===== config.mk =====
export PLATFORM = sky130hd
export DESIGN_NAME = usb_aon_wake
export DESIGN_NICKNAME = d
export VERILOG_FILES = /design/src/design/usb_aon_pkg.sv /design/src/design/usb_sync_filter.sv /design/src/design/usb_line_monitor.sv /design/src/design/usb_pullup_hold.sv /design/src/design/usb_aon_wake_ctrl.sv /design/src/design/usb_aon_wake.sv
export SDC_FILE = /design/constraint.sdc
export NUM_CORES = 1
export LEC_CHECK = 0
export BUFFER_PORTS_ARGS = -buffer_cell sky130_fd_sc_hd__buf_2
export CAP_MARGIN = 25
export CORE_MARGIN = 2
export CORE_UTILIZATION = 49
export CTS_CLUSTER_SIZE = 25
export DETAILED_ROUTE_END_ITERATION = 12
export PLACE_DENSITY = 0.73
export RECOVER_POWER = 100
export SETUP_SLACK_MARGIN = 0.02
export SLEW_MARGIN = 20
export SYNTH_ARGS = -nofsm -noshare
export SYNTH_HDL_FRONTEND = slang
export SYNTH_HIERARCHICAL = 1
export SYNTH_SLANG_ARGS = --single-unit

===== constraint.sdc =====
create_clock -name clk_aon_i -period 1.4 [get_ports clk_aon_i]
set_input_delay 0.07 -clock clk_aon_i [delete_from_list [all_inputs] [get_ports clk_aon_i]]
set_output_delay 0.07 -clock clk_aon_i [all_outputs]
set_load 0.005 [all_outputs]

===== src/design/usb_aon_pkg.sv =====
//////////////////////////////////////////////////
// Shared constants and types for the always-on
// USB wake detector. Imported by the modules that
// need them, or referenced by scoped name in
// module headers.
//////////////////////////////////////////////////

package usb_aon_pkg;

  // Synchronizer flops in front of every filter and on the pull-up enables
  localparam int unsigned sync_stages_lp = 2;

  // Stable-sample counts for the event filters
  // AON clock is about 200 kHz, so 4 samples is roughly 20 us
  localparam int unsigned not_idle_cycles_lp   = 4;
  localparam int unsigned bus_reset_cycles_lp  = 3;
  localparam int unsigned sense_lost_cycles_lp = 3;

  // Detector state
  // Idle means the USB IP owns the pull-ups
  // Active means the detector holds them and watches the bus
  typedef enum logic {
    AWK_IDLE   = 1'b0,
    AWK_ACTIVE = 1'b1
  } awk_state_e;

endpackage


===== src/design/usb_sync_filter.sv =====
//////////////////////////////////////////////////
// Synchronizer plus stable-count debounce filter.
// The output follows the input only after the
// synchronized value has held for Cycles samples.
// Pulses shorter than that never reach the output.
//////////////////////////////////////////////////

`timescale 1ns/100ps

module usb_sync_filter #(
  parameter int unsigned Cycles = 4
) (
  input  logic clk_aon_i,
  input  logic rst_aon_ni,
  input  logic filter_i,
  output logic filter_o
);

  import usb_aon_pkg::*;

  // Synchronizer chain, oldest sample at the top
  logic [sync_stages_lp-1:0] sync_q;
  logic                      synced;

  // Previous synchronized sample and run length counter
  logic                       sample_q;
  logic [$clog2(Cycles+1)-1:0] cnt_d, cnt_q;
  logic                       filter_q;

  assign synced = sync_q[sync_stages_lp-1];

  // Restart the count on any change, saturate once the run is long enough
  always_comb begin : proc_cnt
    if (synced != sample_q) begin
      cnt_d = '0;
    end else if (cnt_q >= Cycles - 1) begin
      cnt_d = cnt_q;
    end else begin
      cnt_d = cnt_q + 1'b1;
    end
  end

  always_ff @(posedge clk_aon_i or negedge rst_aon_ni) begin : proc_filter
    if (!rst_aon_ni) begin
      sync_q   <= '0;
      sample_q <= 1'b0;
      cnt_q    <= '0;
      filter_q <= 1'b0;
    end else begin
      sync_q   <= {sync_q[sync_stages_lp-2:0], filter_i};
      sample_q <= synced;
      cnt_q    <= cnt_d;
      // Take the new level once the run reaches the required length
      if (cnt_d == Cycles - 1) begin
        filter_q <= sample_q;
      end
    end
  end

  assign filter_o = filter_q;

endmodule


===== src/design/usb_line_monitor.sv =====
//////////////////////////////////////////////////
// Bus line monitor for the wake detector.
// Builds the raw not-idle, SE0 and sense-lost
// conditions from the pins and debounces each one
// through its own sync filter.
//////////////////////////////////////////////////

`timescale 1ns/100ps

module usb_line_monitor #(
  parameter int unsigned not_idle_cycles_p   = usb_aon_pkg::not_idle_cycles_lp,
  parameter int unsigned bus_reset_cycles_p  = usb_aon_pkg::bus_reset_cycles_lp,
  parameter int unsigned sense_lost_cycles_p = usb_aon_pkg::sense_lost_cycles_lp
) (
  input  logic clk_aon_i,
  input  logic rst_aon_ni,
  input  logic usb_dp_i,
  input  logic usb_dn_i,
  input  logic usb_sense_i,
  input  logic dppullup_en_i,
  input  logic dnpullup_en_i,
  output logic event_not_idle_o,
  output logic event_bus_reset_o,
  output logic event_sense_lost_o
);

  logic not_idle_raw;
  logic se0_raw;
  logic sense_lost_raw;

  // In suspend the pull-ups set the line state
  // Any difference means the host is driving the bus
  // Covers J to K resume and J to SE0 reset, and is immune to pin flipping
  assign not_idle_raw = (usb_dp_i != dppullup_en_i) | (usb_dn_i != dnpullup_en_i);

  // SE0 is both lines low
  assign se0_raw = ~usb_dp_i & ~usb_dn_i;

  // VBUS sense dropped
  assign sense_lost_raw = ~usb_sense_i;

  usb_sync_filter #(
    .Cycles (not_idle_cycles_p)
  ) u_filter_not_idle (
    .clk_aon_i  (clk_aon_i),
    .rst_aon_ni (rst_aon_ni),
    .filter_i   (not_idle_raw),
    .filter_o   (event_not_idle_o)
  );

  usb_sync_filter #(
    .Cycles (bus_reset_cycles_p)
  ) u_filter_bus_reset (
    .clk_aon_i  (clk_aon_i),
    .rst_aon_ni (rst_aon_ni),
    .filter_i   (se0_raw),
    .filter_o   (event_bus_reset_o)
  );

  usb_sync_filter #(
    .Cycles (sense_lost_cycles_p)
  ) u_filter_sense_lost (
    .clk_aon_i  (clk_aon_i),
    .rst_aon_ni (rst_aon_ni),
    .filter_i   (sense_lost_raw),
    .filter_o   (event_sense_lost_o)
  );

endmodule


===== src/design/usb_pullup_hold.sv =====
//////////////////////////////////////////////////
// Pull-up enable hold for the wake detector.
// While idle the IP drives the pull-ups directly.
// While active a frozen copy of the synchronized
// IP enables keeps the line in its idle state.
//////////////////////////////////////////////////

`timescale 1ns/100ps

module usb_pullup_hold (
  input  logic clk_aon_i,
  input  logic rst_aon_ni,
  input  logic usbdev_dppullup_en_i,
  input  logic usbdev_dnpullup_en_i,
  input  logic wake_detect_active_i,
  output logic usb_dppullup_en_o,
  output logic usb_dnpullup_en_o
);

  import usb_aon_pkg::*;

  // Bit 1 is D+, bit 0 is D-
  logic [sync_stages_lp-1:0][1:0] en_sync_q;
  logic [1:0]                     en_synced;
  logic [1:0]                     en_hold_q;

  assign en_synced = en_sync_q[sync_stages_lp-1];

  // IP enables cross from the IP clock domain
  always_ff @(posedge clk_aon_i or negedge rst_aon_ni) begin : proc_en_sync
    if (!rst_aon_ni) begin
      en_sync_q <= '0;
    end else begin
      en_sync_q <= {en_sync_q[sync_stages_lp-2:0], {usbdev_dppullup_en_i, usbdev_dnpullup_en_i}};
    end
  end

  // Copy reloads only while idle
  // Frozen for the whole active period
  always_ff @(posedge clk_aon_i or negedge rst_aon_ni) begin : proc_en_hold
    if (!rst_aon_ni) begin
      en_hold_q <= 2'b00;
    end else if (!wake_detect_active_i) begin
      en_hold_q <= en_synced;
    end
  end

  // Live IP enables when idle, held copy when active
  assign usb_dppullup_en_o = wake_detect_active_i ? en_hold_q[1] : usbdev_dppullup_en_i;
  assign usb_dnpullup_en_o = wake_detect_active_i ? en_hold_q[0] : usbdev_dnpullup_en_i;

endmodule


===== src/design/usb_aon_wake_ctrl.sv =====
//////////////////////////////////////////////////
// Wake detector control.
// Two-state machine entered by a suspend request
// and left by a wake acknowledge. While active the
// debounced events set sticky flags and a wake
// request, all cleared once the state is idle.
//////////////////////////////////////////////////

`timescale 1ns/100ps

module usb_aon_wake_ctrl (
  input  logic clk_aon_i,
  input  logic rst_aon_ni,
  input  logic suspend_req_aon_i,
  input  logic wake_ack_aon_i,
  input  logic event_not_idle_i,
  input  logic event_bus_reset_i,
  input  logic event_sense_lost_i,
  output logic wake_detect_active_o,
  output logic wake_req_aon_o,
  output logic bus_not_idle_aon_o,
  output logic bus_reset_aon_o,
  output logic sense_lost_aon_o
);

  import usb_aon_pkg::*;

  awk_state_e state_d, state_q;
  logic       active;

  logic bus_not_idle_d, bus_not_idle_q;
  logic bus_reset_d, bus_reset_q;
  logic sense_lost_d, sense_lost_q;
  logic wake_req_d, wake_req_q;

  assign active = (state_q == AWK_ACTIVE);

  always_comb begin : proc_fsm
    state_d = state_q;
    unique case (state_q)
      // IP owns the bus, only a suspend request moves us on
      AWK_IDLE: begin
        if (suspend_req_aon_i) begin
          state_d = AWK_ACTIVE;
        end
      end
      // Monitoring, hand control back once the IP acknowledges the wake
      AWK_ACTIVE: begin
        if (wake_ack_aon_i) begin
          state_d = AWK_IDLE;
        end
      end
      default: state_d = AWK_IDLE;
    endcase
  end

  // Sticky flags, gated by the registered state so they drop one edge after idle
  assign bus_not_idle_d = (event_not_idle_i | bus_not_idle_q) & active;
  assign bus_reset_d    = (event_bus_reset_i | bus_reset_q) & active;
  assign sense_lost_d   = (event_sense_lost_i | sense_lost_q) & active;

  // Any event while active asks for power up
  assign wake_req_d = active &
                      (event_not_idle_i | event_bus_reset_i | event_sense_lost_i | wake_req_q);

  always_ff @(posedge clk_aon_i or negedge rst_aon_ni) begin : proc_regs
    if (!rst_aon_ni) begin
      state_q        <= AWK_IDLE;
      bus_not_idle_q <= 1'b0;
      bus_reset_q    <= 1'b0;
      sense_lost_q   <= 1'b0;
      wake_req_q     <= 1'b0;
    end else begin
      state_q        <= state_d;
      bus_not_idle_q <= bus_not_idle_d;
      bus_reset_q    <= bus_reset_d;
      sense_lost_q   <= sense_lost_d;
      wake_req_q     <= wake_req_d;
    end
  end

  assign wake_detect_active_o = active;
  assign wake_req_aon_o       = wake_req_q;
  assign bus_not_idle_aon_o   = bus_not_idle_q;
  assign bus_reset_aon_o      = bus_reset_q;
  assign sense_lost_aon_o     = sense_lost_q;

endmodule


===== src/design/usb_aon_wake.sv =====
//////////////////////////////////////////////////
// Always-on USB wake detector, RTL top level.
// Runs on the AON clock while the USB IP is off.
// Suspend and acknowledge arrive already in the
// AON domain. Outputs are the held pull-ups, the
// sticky event flags and the wake request.
//////////////////////////////////////////////////

`timescale 1ns/100ps

module usb_aon_wake (
  input  logic clk_aon_i,
  input  logic rst_aon_ni,

  // Chip pins
  input  logic usb_dp_i,
  input  logic usb_dn_i,
  input  logic usb_sense_i,

  // Pull-up enables from the IP
  input  logic usbdev_dppullup_en_i,
  input  logic usbdev_dnpullup_en_i,

  // Requests already synchronized to AON
  input  logic suspend_req_aon_i,
  input  logic wake_ack_aon_i,

  // Pull-ups kept alive in low power
  output logic usb_dppullup_en_o,
  output logic usb_dnpullup_en_o,

  // Power up request and what caused it
  output logic wake_req_aon_o,
  output logic bus_not_idle_aon_o,
  output logic bus_reset_aon_o,
  output logic sense_lost_aon_o,

  // Detector state for debug
  output logic wake_detect_active_aon_o
);

  logic wake_detect_active;
  logic event_not_idle;
  logic event_bus_reset;
  logic event_sense_lost;

  // Line is compared against the pull-ups actually driven
  usb_line_monitor u_line_monitor (
    .clk_aon_i          (clk_aon_i),
    .rst_aon_ni         (rst_aon_ni),
    .usb_dp_i           (usb_dp_i),
    .usb_dn_i           (usb_dn_i),
    .usb_sense_i        (usb_sense_i),
    .dppullup_en_i      (usb_dppullup_en_o),
    .dnpullup_en_i      (usb_dnpullup_en_o),
    .event_not_idle_o   (event_not_idle),
    .event_bus_reset_o  (event_bus_reset),
    .event_sense_lost_o (event_sense_lost)
  );

  usb_pullup_hold u_pullup_hold (
    .clk_aon_i            (clk_aon_i),
    .rst_aon_ni           (rst_aon_ni),
    .usbdev_dppullup_en_i (usbdev_dppullup_en_i),
    .usbdev_dnpullup_en_i (usbdev_dnpullup_en_i),
    .wake_detect_active_i (wake_detect_active),
    .usb_dppullup_en_o    (usb_dppullup_en_o),
    .usb_dnpullup_en_o    (usb_dnpullup_en_o)
  );

  usb_aon_wake_ctrl u_wake_ctrl (
    .clk_aon_i            (clk_aon_i),
    .rst_aon_ni           (rst_aon_ni),
    .suspend_req_aon_i    (suspend_req_aon_i),
    .wake_ack_aon_i       (wake_ack_aon_i),
    .event_not_idle_i     (event_not_idle),
    .event_bus_reset_i    (event_bus_reset),
    .event_sense_lost_i   (event_sense_lost),
    .wake_detect_active_o (wake_detect_active),
    .wake_req_aon_o       (wake_req_aon_o),
    .bus_not_idle_aon_o   (bus_not_idle_aon_o),
    .bus_reset_aon_o      (bus_reset_aon_o),
    .sense_lost_aon_o     (sense_lost_aon_o)
  );

  assign wake_detect_active_aon_o = wake_detect_active;

endmodule


==> reports/results.txt <==
status: finished, violations left
failing checks: setup timing
Tot Pwr: 2.409 mW
fin worst setup slack: -0.02543 ns
Initial Util: 0.5170
via/cell ratio: 4.941
Hold Violations, Final: 0
CTS tree: done
share of layout cells above drive strength 1: 0.2016
post-layout util: 0.6465
Worst-Margin Slew: 0.6940 ns
Mean Syn Cell Area: 12.85 um2
CTS Buffer Depth: 2
post-synthesis sequential area ratio: 0.6565
DRC Markers: 0
Tmin final: 1.425 ns
peak fanout along the critical path: 2
Syn Inst Count: 89
Synth Warn #: 6
die height: 52.31 um
Setup Skew: 0.004935 ns
total CTS buffers: 5
PD cells: 1685 nW/um2
Final period util: 1.018
Die Footprint: 2736 um2
WHS Path Cells: 3
Biggest register: u_line_monitor/u_filter_not_idle/cnt_q
Final TNS setup: -0.02543 ns
critical path launch point type: flip-flop
top cells by count, synth: dfrtp_1 (30), inv_1 (10), nor2_1 (9)
max_cap viols: 0
post-synth net total: 102
drt pass-1 iters: 3
fin nets: 136
worst hold path class: in2reg
GRT Overall Usage: 0.1677
CP Data Arrival Time: 1.66 ns
postcts setup bufs: 0
FMAX: 701.5 MHz
number of antenna violations at the first check in global routing: 0
Clock transition at path regs: 0.09 ns
critical path required time: 1.63 ns
R2R depth: 5
largest net degree at the start of global routing: 31
Post-synth EDFFs: 0
Layout area overhead: 25.05%
max reg flops: 3
via count of the routed design: 751
Overflow after GRT: 0
Clock Sink Count: 30
# port buffers: 15
top cell type's share of synthesized area: 0.6565
Final Routed Wirelength: 1855 um
DRT antenna net count: 0
htree depth: 2
FF+latch count, synth: 30
Setup Viol. Count Final: 1
slew margin rel.: 0.5373
Die W: 52.31 um
RSZ-0062 raised after global routing: true
fin. max-slew vios: 0
gp weighted congestion: 0.6926
Setup Crit Path Kind: reg2reg
async set-reset flop share out of synthesis: 1.000
Max VDD drop: 1.056 mV
top-count cell post-synth: dfrtp_1
# IOs: 16
count of different cell masters after synthesis: 21
global-route wire length before repair: 3180 um
Worst-Skew Late Latency: 0.31 ns
Synth Flop Type: dfrtp_1
Initial DRC Count: 5
P_leak: 0.6708 nW
Inserted Diodes: 0
CP endpoint kind: flip-flop
DP Wirelength: 1317 um
vias in the first global route: 766
Row Count: 17
Core Footprint: 2212 um2
Synth area leaders: dfrtp_1 (66%), ha_1 (4.4%), mux2_2 (3.9%), inv_1 (3.3%), nor2_1 (3.0%)
root buffer cell: clkbuf_4
WL/cell: 12.20 um
Post-Syn Area: 1144 um2
post-synth top area cell: dfrtp_1
per-stage QoR:
step	worst slack, ns	std cells	area, um2	hold slack [ns]
2_1_floorplan	0.02621	89	1159	-0.2256
3_3_place_gp	0.03741	136	1299	0.1207
3_5_place_dp	-0.004346	136	1299	0.1272
4_1_cts	-0.01685	152	1439	0.002756
5_1_grt	-0.06837	152	1430	0.01500
6_report	-0.02543	152	1430	0.01527
repair_timing:
item	CTS	global route
setup endpoints to repair	1	2
hold buffers	8	0
endpoints found under the hold margin	36	0
gates resized for setup	0	1
final cells by class:
class / count / area, um2
fillers: 173 / 782.0
flip-flops and latches: 30 / 750.7
multi-input cells: 49 / 370.4
repair buffers: 27 / 176.4
clock buffers: 7 / 55.05
inverters: 10 / 37.54
well taps: 28 / 35.03
clock inverters: 1 / 5.005
metal layers:
| layer | global-route usage | share of wire |
|---|---|---|
| met4 | 0.07692 | 0.0043 |
| met1 | 0.1782 | 0.42 |
| met2 | 0.2938 | 0.54 |
| met5 | 0 | 0 |
| met3 | 0.06000 | 0.032 |
cell usage in the layout (no fill, tap or decap):
| master | count |
|---|---|
| nor2_1 | 9 |
| o31ai_1 | 1 |
| mux2_1 | 2 |
| dfrtp_1 | 30 |
| o21a_1 | 3 |
| inv_1 | 10 |
| buf_2 | 10 |
| o41a_1 | 1 |
| ha_1 | 2 |
| nor4b_1 | 1 |
| mux2_2 | 2 |
| clkbuf_4 | 5 |
| ha_2 | 1 |
| clkbuf_1 | 6 |
| clkbuf_2 | 1 |
| buf_4 | 3 |
| nor2b_1 | 2 |
| a21oi_1 | 3 |
| nor3_1 | 1 |
| xnor2_1 | 2 |
| a211o_1 | 1 |
| clkinv_2 | 1 |
| o211ai_1 | 3 |
| xor2_1 | 3 |
| o21ai_0 | 3 |
| clkbuf_8 | 1 |
| nand4b_1 | 2 |
| nand2_1 | 4 |
| ha_4 | 1 |
| dlygate4sd3_1 | 8 |
| mux2i_1 | 1 |
| nand4bb_1 | 1 |
report_power, final:
part           internal [mW]  switching (mW)  leakage [nW]
Combinational          0.386           0.371         0.284
Sequential              1.05           0.106         0.351
Clock                  0.243           0.258        0.0353
Total                   1.67           0.735         0.671
path summary, 6_finish.rpt:
path | startpoint | endpoint | slack [ns]
max | u_line_monitor/u_filter_not_idle/cnt_q[1] | u_line_monitor/u_filter_not_idle/filter_o | -0.03
min | usb_dp_i | u_line_monitor/u_filter_not_idle/sync_q[0] | 0.02
max reg2reg | u_line_monitor/u_filter_not_idle/cnt_q[1] | u_line_monitor/u_filter_not_idle/filter_o | -0.03
min reg2reg | u_line_monitor/u_filter_not_idle/sync_q[0] | u_line_monitor/u_filter_not_idle/sync_q[1] | 0.35
max in group asynchronous | rst_aon_ni | u_line_monitor/u_filter_not_idle/sync_q[0] | 0.63
min in group asynchronous | rst_aon_ni | u_wake_ctrl/wake_req_aon_o | 0.33
worst max-delay path: stages (launching register included):
cell and delay (ns):
dfrtp_1 0.40, ha_2 0.21, ha_4 0.27, nand4bb_1 0.12, a211o_1 0.28, o211ai_1 0.08
cell families after synthesis:
| kind of cell | after synthesis | share of synthesized area |
|---|---|---|
| AO/OA/AOI/OAI | 15 | 0.08971 |
| buffers and inverters | 10 | 0.03283 |
| flip-flops | 30 | 0.6565 |
| XOR/XNOR | 5 | 0.03830 |
| adder cells (fa/ha/maj) | 4 | 0.04377 |
| multiplexers | 5 | 0.04814 |
| AND/OR/NAND/NOR | 20 | 0.09080 |
No activity file was read; power rests on OpenSTA's default activity.
